## src/source/lenet_pkg.sv

```systemverilog
package lenet_pkg;

	// frame and layer geometry
	localparam int img_cols = 12;	// pixels per row
	localparam int img_rows = 12;	// rows per frame
	localparam int kernel_size = 5;
	localparam int conv_size = img_cols - kernel_size + 1;	// 8x8 conv map
	localparam int pool_size = conv_size / 2;	// 4x4 after 2x2 pooling
	localparam int pool_count = pool_size * pool_size;	// pooled values per frame
	localparam int num_classes = 4;
	localparam int class_w = $clog2(num_classes);

	// counter widths
	localparam int pos_w = $clog2((img_cols > img_rows) ? img_cols : img_rows);
	localparam int conv_pos_w = $clog2(conv_size);	// conv row / column
	localparam int pool_idx_w = $clog2(pool_count);	// pooled input index

	typedef logic signed [7:0] pixel_t;	// input pixel
	typedef logic signed [15:0] act_t;	// conv, activation and pooled values
	typedef logic signed [31:0] score_t;	// class score
	typedef logic [class_w-1:0] class_t;	// class index

	// 5x5 kernel, values in -4..3
	function automatic int kernel_weight(input int row, input int col);
		return ((row * 3 + col * 5) % 8) - 4;
	endfunction

	// single bias for the one feature map
	// kept negative so a blank frame pools to zero
	function automatic act_t conv_bias();
		return act_t'(-16);
	endfunction

	// fully connected weights, values in -3..3
	function automatic int dense_weight(input int cls, input int idx);
		return ((cls * 5 + idx * 3 + 1) % 7) - 3;
	endfunction

	// class biases
	// classes 1 and 3 share the top value, so a blank frame ties
	function automatic score_t dense_bias(input int cls);
		score_t bias;
		case (cls)
			0: bias = -32'sd20;
			1: bias = 32'sd64;
			2: bias = 32'sd12;
			3: bias = 32'sd64;
			default: bias = '0;
		endcase
		return bias;
	endfunction

	// worst case conv magnitude is 25 * 128 * 4 = 12800
	// so act_t never overflows after ReLU
	// worst case score is 16 * 12800 * 3 plus bias, far below the score_t range

endpackage

```

## src/source/argmax_select.sv

```systemverilog
`timescale 1ns/1ps

module argmax_select (
	input  logic clk,
	input  logic arst_n,
	input  lenet_pkg::score_t [lenet_pkg::num_classes-1:0] scores,
	input  logic scores_valid,
	output lenet_pkg::class_t result_class,	// held until next result
	output lenet_pkg::score_t result_score,
	output logic result_valid	// one cycle pulse
);
	import lenet_pkg::*;

	class_t best_idx;
	score_t best_score;

	// linear scan, strict compare keeps the lowest index on a tie
	always_comb begin
		best_idx = '0;
		best_score = scores[0];
		for (int k = 1; k < num_classes; k++) begin
			if ($signed(scores[k]) > best_score) begin
				best_idx = class_t'(k);
				best_score = scores[k];
			end
		end
	end

	always_ff @(posedge clk or negedge arst_n) begin
		if (!arst_n) begin
			result_valid <= 1'b0;
			result_class <= '0;
			result_score <= '0;
		end else begin
			result_valid <= scores_valid;
			if (scores_valid) begin
				result_class <= best_idx;
				result_score <= best_score;
			end
		end
	end

endmodule

```

## src/source/conv_relu.sv

```systemverilog
`timescale 1ns/1ps

module conv_relu (
	input  logic clk,
	input  logic arst_n,
	input  lenet_pkg::pixel_t window [lenet_pkg::kernel_size][lenet_pkg::kernel_size],
	input  logic window_valid,	// window complete this cycle
	output lenet_pkg::act_t conv_value,	// ReLU output
	output logic conv_valid
);
	import lenet_pkg::*;

	int conv_sum;	// full precision dot product
	int biased;
	int relu_out;

	// 25 products, weights are constants per tap
	always_comb begin
		conv_sum = 0;
		for (int r = 0; r < kernel_size; r++) begin
			for (int c = 0; c < kernel_size; c++) begin
				conv_sum += int'(window[r][c]) * kernel_weight(r, c);
			end
		end
	end

	assign biased = conv_sum + int'(conv_bias());
	assign relu_out = (biased < 0) ? 0 : biased;	// clamp negatives

	// value register, only loaded for complete windows
	always_ff @(posedge clk) begin
		if (window_valid) begin
			conv_value <= act_t'(relu_out);	// range fits act_t
		end
	end

	// strobe follows the window by one cycle
	always_ff @(posedge clk or negedge arst_n) begin
		if (!arst_n) begin
			conv_valid <= 1'b0;
		end else begin
			conv_valid <= window_valid;
		end
	end

	// conv_value holds between strobes
	// downstream only samples it with conv_valid

endmodule

```

## src/source/dense_layer.sv

```systemverilog
`timescale 1ns/1ps

module dense_layer (
	input  logic clk,
	input  logic arst_n,
	input  lenet_pkg::act_t pool_value,
	input  logic pool_valid,
	output lenet_pkg::score_t [lenet_pkg::num_classes-1:0] scores,	// totals with bias
	output logic scores_valid	// once per frame
);
	import lenet_pkg::*;

	logic [pool_idx_w-1:0] pool_idx;	// which pooled value arrives
	logic last_pool;
	score_t acc [num_classes];	// running sums, no bias yet
	score_t acc_next [num_classes];

	assign last_pool = (pool_idx == pool_idx_w'(pool_count - 1));

	// one multiply per class on each pooled value
	always_comb begin
		for (int k = 0; k < num_classes; k++) begin
			acc_next[k] = acc[k]
				+ score_t'(pool_value) * score_t'(dense_weight(k, int'(pool_idx)));
		end
	end

	// index and accumulators clear after the 16th input
	always_ff @(posedge clk or negedge arst_n) begin
		if (!arst_n) begin
			pool_idx <= '0;
			scores_valid <= 1'b0;
			for (int k = 0; k < num_classes; k++) begin
				acc[k] <= '0;
			end
		end else begin
			scores_valid <= pool_valid && last_pool;
			if (pool_valid) begin
				pool_idx <= last_pool ? '0 : pool_idx + 1'b1;
				for (int k = 0; k < num_classes; k++) begin
					acc[k] <= last_pool ? '0 : acc_next[k];	// ready for next frame
				end
			end
		end
	end

	// release totals with bias on the last input
	always_ff @(posedge clk) begin
		if (pool_valid && last_pool) begin
			for (int k = 0; k < num_classes; k++) begin
				scores[k] <= acc_next[k] + dense_bias(k);
			end
		end
	end

endmodule

```

## src/source/frame_scanner.sv

```systemverilog
`timescale 1ns/1ps

module frame_scanner (
	input  logic clk,
	input  logic arst_n,
	input  logic pixel_valid,	// one pixel accepted per high cycle
	output logic window_valid	// current pixel closes a full 5x5 window
);
	import lenet_pkg::*;

	logic [pos_w-1:0] row;	// row of the pixel on the bus
	logic [pos_w-1:0] col;	// column of the pixel on the bus
	logic last_col;
	logic last_row;

	assign last_col = (col == pos_w'(img_cols - 1));
	assign last_row = (row == pos_w'(img_rows - 1));

	// raster position, advances only on accepted pixels
	always_ff @(posedge clk or negedge arst_n) begin
		if (!arst_n) begin
			row <= '0;
			col <= '0;
		end else if (pixel_valid) begin
			if (last_col) begin
				col <= '0;
				row <= last_row ? '0 : row + 1'b1;	// wrap at frame end
			end else begin
				col <= col + 1'b1;
			end
		end
	end

	// needs kernel_size-1 rows above and columns to the left
	assign window_valid = pixel_valid
		&& (row >= pos_w'(kernel_size - 1))
		&& (col >= pos_w'(kernel_size - 1));

endmodule

```

## src/source/lenet_top.sv

```systemverilog
`timescale 1ns/1ps

module lenet_top (
	input  logic clk,
	input  logic arst_n,
	input  lenet_pkg::pixel_t pixel,	// raster order
	input  logic pixel_valid,
	output logic result_valid,
	output lenet_pkg::class_t result_class,
	output lenet_pkg::score_t result_score
);
	import lenet_pkg::*;

	logic window_valid;
	pixel_t window [kernel_size][kernel_size];	// 5x5 neighbourhood
	act_t conv_value;
	logic conv_valid;
	act_t pool_value;
	logic pool_valid;
	score_t [num_classes-1:0] scores;
	logic scores_valid;

	// pixel position and window ready flag
	frame_scanner i_frame_scanner (
		.clk(clk), .arst_n(arst_n),
		.pixel_valid(pixel_valid),
		.window_valid(window_valid)
	);

	window_buffer i_window_buffer (
		.clk(clk), .arst_n(arst_n),
		.pixel(pixel), .pixel_valid(pixel_valid),
		.window(window)
	);

	conv_relu i_conv_relu (
		.clk(clk), .arst_n(arst_n),
		.window(window), .window_valid(window_valid),
		.conv_value(conv_value), .conv_valid(conv_valid)
	);

	max_pool i_max_pool (
		.clk(clk), .arst_n(arst_n),
		.conv_value(conv_value), .conv_valid(conv_valid),
		.pool_value(pool_value), .pool_valid(pool_valid)
	);

	dense_layer i_dense_layer (
		.clk(clk), .arst_n(arst_n),
		.pool_value(pool_value), .pool_valid(pool_valid),
		.scores(scores), .scores_valid(scores_valid)
	);

	// final class pick
	argmax_select i_argmax_select (
		.clk(clk), .arst_n(arst_n),
		.scores(scores), .scores_valid(scores_valid),
		.result_class(result_class), .result_score(result_score),
		.result_valid(result_valid)
	);

endmodule

```

## src/source/max_pool.sv

```systemverilog
`timescale 1ns/1ps

module max_pool (
	input  logic clk,
	input  logic arst_n,
	input  lenet_pkg::act_t conv_value,
	input  logic conv_valid,
	output lenet_pkg::act_t pool_value,
	output logic pool_valid	// one per 2x2 block
);
	import lenet_pkg::*;

	logic [conv_pos_w-1:0] conv_row;	// position of the incoming conv value
	logic [conv_pos_w-1:0] conv_col;
	logic [conv_pos_w-2:0] pool_col;	// 2x2 block column
	logic pool_end;	// odd row and odd column
	act_t prev_value;	// left neighbour in the same row
	act_t pair_max;
	act_t quad_max;
	act_t row_max [pool_size];	// pair maxima from the even row above

	assign pool_col = conv_col[conv_pos_w-1:1];
	assign pool_end = conv_row[0] && conv_col[0];
	assign pair_max = (conv_value > prev_value) ? conv_value : prev_value;
	assign quad_max = (row_max[pool_col] > pair_max) ? row_max[pool_col] : pair_max;

	// conv map position
	always_ff @(posedge clk or negedge arst_n) begin
		if (!arst_n) begin
			conv_row <= '0;
			conv_col <= '0;
		end else if (conv_valid) begin
			if (conv_col == conv_pos_w'(conv_size - 1)) begin
				conv_col <= '0;
				conv_row <= (conv_row == conv_pos_w'(conv_size - 1)) ? '0 : conv_row + 1'b1;
			end else begin
				conv_col <= conv_col + 1'b1;
			end
		end
	end

	// pairwise maxima and the pooled result
	always_ff @(posedge clk) begin
		if (conv_valid) begin
			prev_value <= conv_value;
			if (conv_col[0] && !conv_row[0]) begin
				row_max[pool_col] <= pair_max;	// top half of the block
			end
			if (pool_end) begin
				pool_value <= quad_max;
			end
		end
	end

	always_ff @(posedge clk or negedge arst_n) begin
		if (!arst_n) begin
			pool_valid <= 1'b0;
		end else begin
			pool_valid <= conv_valid && pool_end;
		end
	end

endmodule

```

## src/source/window_buffer.sv

```systemverilog
`timescale 1ns/1ps

module window_buffer (
	input  logic clk,
	input  logic arst_n,
	input  lenet_pkg::pixel_t pixel,
	input  logic pixel_valid,
	output lenet_pkg::pixel_t window [lenet_pkg::kernel_size][lenet_pkg::kernel_size]
);
	import lenet_pkg::*;

	pixel_t lines [kernel_size-1][img_cols];	// four buffered rows
	pixel_t taps [kernel_size];	// newest column, top row first
	pixel_t cols_q [kernel_size][kernel_size-1];	// four older columns

	// each line is one row deep, its last cell is the pixel one row up
	always_ff @(posedge clk) begin
		if (pixel_valid) begin
			lines[0][0] <= pixel;
			for (int k = 1; k < kernel_size - 1; k++) begin
				lines[k][0] <= lines[k-1][img_cols-1];	// cascade into next row up
			end
			for (int k = 0; k < kernel_size - 1; k++) begin
				for (int i = img_cols - 1; i > 0; i--) begin
					lines[k][i] <= lines[k][i-1];
				end
			end
		end
	end

	// live column from the bus and the line outputs
	always_comb begin
		taps[kernel_size-1] = pixel;	// bottom row is the current pixel
		for (int r = 0; r < kernel_size - 1; r++) begin
			taps[r] = lines[kernel_size-2-r][img_cols-1];
		end
	end

	// shift window left by one column per accepted pixel
	always_ff @(posedge clk or negedge arst_n) begin
		if (!arst_n) begin
			for (int r = 0; r < kernel_size; r++) begin
				for (int c = 0; c < kernel_size - 1; c++) begin
					cols_q[r][c] <= '0;
				end
			end
		end else if (pixel_valid) begin
			for (int r = 0; r < kernel_size; r++) begin
				for (int c = 0; c < kernel_size - 2; c++) begin
					cols_q[r][c] <= cols_q[r][c+1];
				end
				cols_q[r][kernel_size-2] <= taps[r];
			end
		end
	end

	// rightmost column straight from the taps, rest registered
	always_comb begin
		for (int r = 0; r < kernel_size; r++) begin
			for (int c = 0; c < kernel_size - 1; c++) begin
				window[r][c] = cols_q[r][c];
			end
			window[r][kernel_size-1] = taps[r];
		end
	end

endmodule

```

## config.mk

```make
export PLATFORM = sky130hd
export DESIGN_NAME = lenet_top
export DESIGN_NICKNAME = d
export VERILOG_FILES = /design/src/source/lenet_pkg.sv /design/src/source/argmax_select.sv /design/src/source/conv_relu.sv /design/src/source/dense_layer.sv /design/src/source/frame_scanner.sv /design/src/source/lenet_top.sv /design/src/source/max_pool.sv /design/src/source/window_buffer.sv
export SDC_FILE = /design/constraint.sdc
export NUM_CORES = 2
export LEC_CHECK = 0
export ABC_AREA = 1
export BUFFER_PORTS_ARGS = -buffer_cell sky130_fd_sc_hd__buf_2
export CORE_ASPECT_RATIO = 0.9
export CORE_MARGIN = 8
export CORE_UTILIZATION = 35
export CTS_CLUSTER_SIZE = 30
export DETAILED_ROUTE_END_ITERATION = 8
export PLACE_DENSITY = 0.51
export SLEW_MARGIN = 20
export SYNTH_ARGS = -nofsm -noshare
export SYNTH_HDL_FRONTEND = slang
export SYNTH_HIERARCHICAL = 1
export SYNTH_SLANG_ARGS = --single-unit
```

## constraint.sdc

```tcl
create_clock -name clk -period 15.78 [get_ports clk]
set_input_delay 3.945 -clock clk [delete_from_list [all_inputs] [get_ports clk]]
set_output_delay 3.945 -clock clk [all_outputs]
set_load 0.01 [all_outputs]
```

* Yosys cells after proc, flatten, opt, wreduce, memory -nomap -nowiden
Memory sizes are Yosys's and may differ from the RTL's. Index checks and enable logic that the tools add are counted.
Word-level totals: memories kept 2, bits in registers 512, bits of input ports 11, output and inout port bits 35, bits in writable memories 448, word-level logic and storage cells 163
Memory list:
- i_window_buffer.lines | words 4, bits a word 96, read ports 4, clocked after memory_dff 0, wr ports 4, line window_buffer.sv:12 | pixel_t lines [kernel_size-1][img_cols];
- i_max_pool.row_max | words 4, bits a word 16, read ports 1, clocked after memory_dff 0, wr ports 1, line max_pool.sv:20 | act_t row_max [pool_size];
Cells by class: equality and inequality tests 5, magnitude comparators 8, add/sub/neg operators 59, $mul 9, div/mod/pow operators 4, reduce and logical (&&, ||, !) cells 10, multiplexer cells 25
Operator list (count):
- adder 32 bit | 23
- 2-to-1 mux 32 bit | 10
- negation 8 -> 30 bit | 5
- adder 32 x 2 -> 32 bit (second input constant) | 4
- adder 32 x 8 -> 32 bit | 4
- remainder unit 32 x 4 -> 32 bit (second input constant) | 4
- multiplier 16 x 32 -> 32 bit | 4
- negation 8 -> 32 bit | 4
- subtractor 32 x 3 -> 32 bit (second input constant) | 4
- adder 32 x 9 -> 32 bit | 3
- > comparator 32 bit | 3
- negation 8 -> 31 bit | 3
- adder 5 x 32 -> 32 bit (first input constant) | 2
- multiplier 8 x 3 -> 11 bit (second input constant) | 4
- adder 32 x 5 -> 32 bit (second input constant) | 1
- adder 4 x 32 -> 32 bit (first input constant) | 1
- > comparator 16 bit | 2
- less-than comparator 32 x 1 -> 1 bit (second input constant) | 1
- 2-to-1 mux 16 bit | 2
- adder 4 x 1 -> 4 bit (second input constant) | 3
- equality test 4 bit (second input constant) | 3
- 2-to-1 mux 4 bit | 3
- >= comparator 4 x 3 -> 1 bit (second input constant) | 2
- adder 3 x 1 -> 3 bit (second input constant) | 2
- other kinds (8) | 23

* Logic depth before layout (Yosys ltp)
word-level depth 25, gate-level depth with buffers 92

* Hierarchy
Netlist, hierarchy kept.
By module, submodules not included:
- dense_layer | area each 63458.4 sq um, times used 1, cells an instance 7586
- window_buffer | area each 17892.2 sq um, times used 1, cells an instance 1100
- conv_relu | area each 16250.6 sq um, times used 1, cells an instance 1683
- max_pool | area each 5265.0 sq um, times used 1, cells an instance 460
- argmax_select | area each 5248.8 sq um, times used 1, cells an instance 811
- frame_scanner | area each 447.9 sq um, times used 1, cells an instance 58

* Worst setup path before layout
Ideal clock, no wire load.
path kind register to register, from register i_dense_layer.pool_idx[0], to register i_dense_layer/scores[63] (netlist name) (data pin), path buffers 2, data arrival time 12.623 ns, setup slack 2.905 ns, period minus slack after synthesis 12.875 ns, cell stages (with the launch flop) 86, required time 15.528 ns, cells stage by stage dfrtp_1 -> ha_1 -> fa_1 -> inv_1 -> ha_1 -> inv_1 -> nand2_1 -> xor2_1 -> inv_1 -> a21oi_1 -> ha_1 -> clkinv_1 -> nand3_1 -> nand2_2 -> o211ai_2 -> nand2_2 -> nor2_1 -> nand2_1 -> [... 50 more ...] -> nand3_1 -> nand2_1 -> nand3_1 -> nand2_1 -> a21oi_1 -> o21bai_1 -> a21o_1 -> a21oi_1 -> xnor2_1 -> nand3_1 -> nand2_1 -> nand2_1 -> nand2_1 -> inv_1 -> nand2_1 -> nand2_1 -> nand2_1 -> nand2_1
On the way: word-level cells in the longest chain between the ends 8
RTL lines:
- start: declaration | line dense_layer.sv:13 | logic [pool_idx_w-1:0] pool_idx;
- start signal: assignment | line dense_layer.sv:39 | pool_idx <= last_pool ? '0 : pool_idx + 1'b1;
- multiplier 4 x 2 -> 6 bit | line lenet_pkg.sv:36 | return ((cls * 5 + idx * 3 + 1) % 7) - 3;
- adder 4 x 32 -> 32 bit | line lenet_pkg.sv:36
- adder 32 x 2 -> 32 bit | line lenet_pkg.sv:36
- remainder unit 32 x 4 -> 32 bit | line lenet_pkg.sv:36
- subtractor 32 x 3 -> 32 bit | line lenet_pkg.sv:36
- multiplier 16 x 32 -> 32 bit | line dense_layer.sv:24 | + score_t'(pool_value) * score_t'(dense_weight(k, int'(pool_idx)));
- adder 32 bit | line dense_layer.sv:24
- adder 32 bit | line dense_layer.sv:51 | scores[k] <= acc_next[k] + dense_bias(k);
- end signal: indexed assignment | line dense_layer.sv:51
- end: declaration | line dense_layer.sv:8 | output lenet_pkg::score_t [lenet_pkg::num_classes-1:0] scores,
No other way between the ends. A chain may end at the register's enable or synchronous reset.

* Final worst setup path
from register i_dense_layer.pool_idx[0], to register i_dense_layer/scores[95] (netlist name) (data pin)
On the way: word-level cells in the longest chain between the ends 8
RTL lines (line):
- multiplier 4 x 2 -> 6 bit | lenet_pkg.sv:36
- adder 5 x 32 -> 32 bit | lenet_pkg.sv:36
- adder 32 x 2 -> 32 bit | lenet_pkg.sv:36
- remainder unit 32 x 4 -> 32 bit | lenet_pkg.sv:36
- subtractor 32 x 3 -> 32 bit | lenet_pkg.sv:36
- multiplier 16 x 32 -> 32 bit | dense_layer.sv:24
- adder 32 bit | dense_layer.sv:24
- adder 32 bit | dense_layer.sv:51
No other way between the ends.

==> impl_metrics.py <==
metrics = {
    "sta": {
        "fin_skew_ns": 0.0986,
        "worst_slack_ns": 1.16,
        "setup_viol_count_final": 0,
        "max_freq_mhz": 68.4,
        "period_share": 0.927,
        "hold_viol": 0,
        "slew_viol_final": 0,
        "tns_ns": 0,
        "tightest_slew_ns": 1.14,
        "period_minus_slack_ns": 14.62,
        "max_slew_margin": 0.236,
    },
    "cts": {
        "clk_pin_slew_worst_paths_ns": 0.06,
        "post_cts_resized": 0,
        "hold_buffers": 0,
        "clk_latency_ns": 0.80,
        "clock_path_buffers": 3,
        "cts_buffers": 112,
        "cts.sinks": 960,
        "postCtsSetupBuffers": 0,
        "cts_root_buf": "clkbuf_16",
        "htreeDepth": 3,
        "cts_tree": "yes",
    },
    "setup_path": {
        "crit_arrival_ns": 15.11,
        "required_ns": 16.27,
        "end_kind": "register",
        "cp_slowest_stage_delay_ns": 0.53,
        "slowest_stage": "fa_1",
        "cp-start-kind": "register",
        "critPathKind": "register to register",
        "crit_fanout": 26,
        "cpMostUsedCell": "inv_1",
    },
    "route": {
        "first_pass_iters": 6,
        "viasPerCell": 4.64,
        "first_iter_violations": 4864,
        "routed_wl_mm": 301,
        "num_vias": 73200,
        "drcViolationCount": 0,
        "final_antenna_net_count": 0,
        "wl_per_cell_um": 19.1,
    },
    "synthesis": {
        "avgSynthCellArea_um2": 9.28,
        "syn_inst": 11700,
        "netlist_area_mm2": 0.108,
        "synth_warnings": 6,
        "synth_fp_nets": 14200,
    },
    "cells_and_area": {
        "multiInputGateArea_mm2": 0.0683,
        "postLayoutCellArea_mm2": 0.117,
        "nNetsFinal": 14100,
        "fin_util": 0.380,
        "final.fill_count": 31000,
        "syn_to_final_growth_pct": 8.08,
        "seq_area_mm2": 0.0271,
        "drive_gt1_frac": 0.0598,
    },
    "global_route": {
        "overflow": 0,
        "grt.total_usage": 0.186,
        "grt_max_degree": 163,
        "grt_pass1_vias": 76700,
        "antenna_found_initial": 7,
        "grt_pass1_wl_mm": 469,
    },
    "worst_hold_path": {
        "hp-class": "register to register",
    },
    "die": {
        "rows": 193,
        "initial_core_util": 0.352,
        "io_pins": 46,
        "core_area_mm2": 0.307,
        "fp.dieW_um": 602,
        "die-area_mm2": 0.327,
        "fp.dieH_um": 544,
    },
    "place": {
        "hpwl_mm": 235,
        "placed_area_mm2": 0.113,
        "port_buffers": 45,
        "pre_cts_ws_ns": 1.02,
        "place_congestion": 0.877,
    },
    "job": {
        "maxCapViolations": 0,
    },
    "run_status": {
        "status": "finished clean",
    },
}
[through the flow]
| stage | cells | hold WS, ns |
|---|---|---|
| 2_1_floorplan | 11700 | 0.400 |
| 3_3_place_gp | 15600 | 0.401 |
| 3_5_place_dp | 15600 | 0.405 |
| 4_1_cts | 15800 | 0.384 |
| 5_1_grt | 15800 | 0.388 |
| 6_report | 15800 | 0.375 |
[final cells by class]
class	instances	share of cell area
well taps	4095	0.0438
multi-input cells	7381	0.584
flip-flops and latches	960	0.232
clock buffers	135	0.0251
repair buffers	175	0.0112
inverters	2953	0.0949
diodes	3	0.0000642
clock inverters	78	0.00887
[cell usage in the layout, fill, tap and decap left out, types with 225 or more instances in the layout]
master	n
dfrtp_1	336
ha_1	733
edfxtp_1	624
xor2_1	225
inv_1	2874
o21ai_0	229
nor2_1	687
nand2_1	2415
fa_1	1780
nand3_1	293
[flip-flops by register name (all words and copies together), names as in the netlist]
register	flops
i_max_pool/pool_valid	1
i_frame_scanner/row	4
i_argmax_select/result_class	2
i_dense_layer/pool_idx	4
i_dense_layer/scores_valid	1
i_dense_layer/acc	128
i_argmax_select/result_valid	1
i_conv_relu/conv_value	16
i_window_buffer/window	152
i_window_buffer/lines	384
i_max_pool/pool_value	16
i_max_pool/conv_col	3
i_max_pool/prev_value	16
i_max_pool/row_max	64
i_argmax_select/result_score	32
i_frame_scanner/col	4
i_dense_layer/scores	128
i_max_pool/conv_row	3
i_conv_relu/conv_valid	1
[worst paths after layout]
kind                                                   startpoint                                      to  cells after the start  slack (ns)
setup / recovery            i_dense_layer/pool_idx[0]$_DFFE_PN0P_      i_dense_layer/scores[95]$_DFFE_PP_                     67        1.16
hold / removal             i_window_buffer/lines[3][53]$_DFFE_PP_  i_window_buffer/lines[3][45]$_DFFE_PP_                      0        0.38
setup reg to reg            i_dense_layer/pool_idx[0]$_DFFE_PN0P_      i_dense_layer/scores[95]$_DFFE_PP_                     67        1.16
hold reg to reg            i_window_buffer/lines[3][53]$_DFFE_PP_  i_window_buffer/lines[3][45]$_DFFE_PP_                      0        0.38
max in group asynchronous                                  arst_n  i_window_buffer/window[30]$_DFFE_PN0P_                      3       10.45
min in group asynchronous                                  arst_n      i_dense_layer/acc[108]$_DFFE_PN0P_                      1        3.14
[per-layer routing]
metal / GRT usage / part of all wire / up-vias
met2: 0.302 / 0.45 / 1675
met5: 0 / 0.000043 / -
met1: 0.260 / 0.46 / 36500
li1: - / - / 34600
met4: 0.0470 / 0.028 / 2
met3: 0.0321 / 0.058 / 350
[worst max-delay path: cells and delay by family, from the launching register on]
family | cells | cell delay (ns)
compound gates | 4 | 1.06
xor+xnor | 1 | 0.30
fa+ha+maj | 13 | 4.42
buf+inv | 13 | 1.70
flops | 1 | 0.35
simple gates | 36 | 6.52
Power is left out: the tool's default activity adds up to more than one toggle a clock period on the data nets, which glitch-free logic cannot reach.
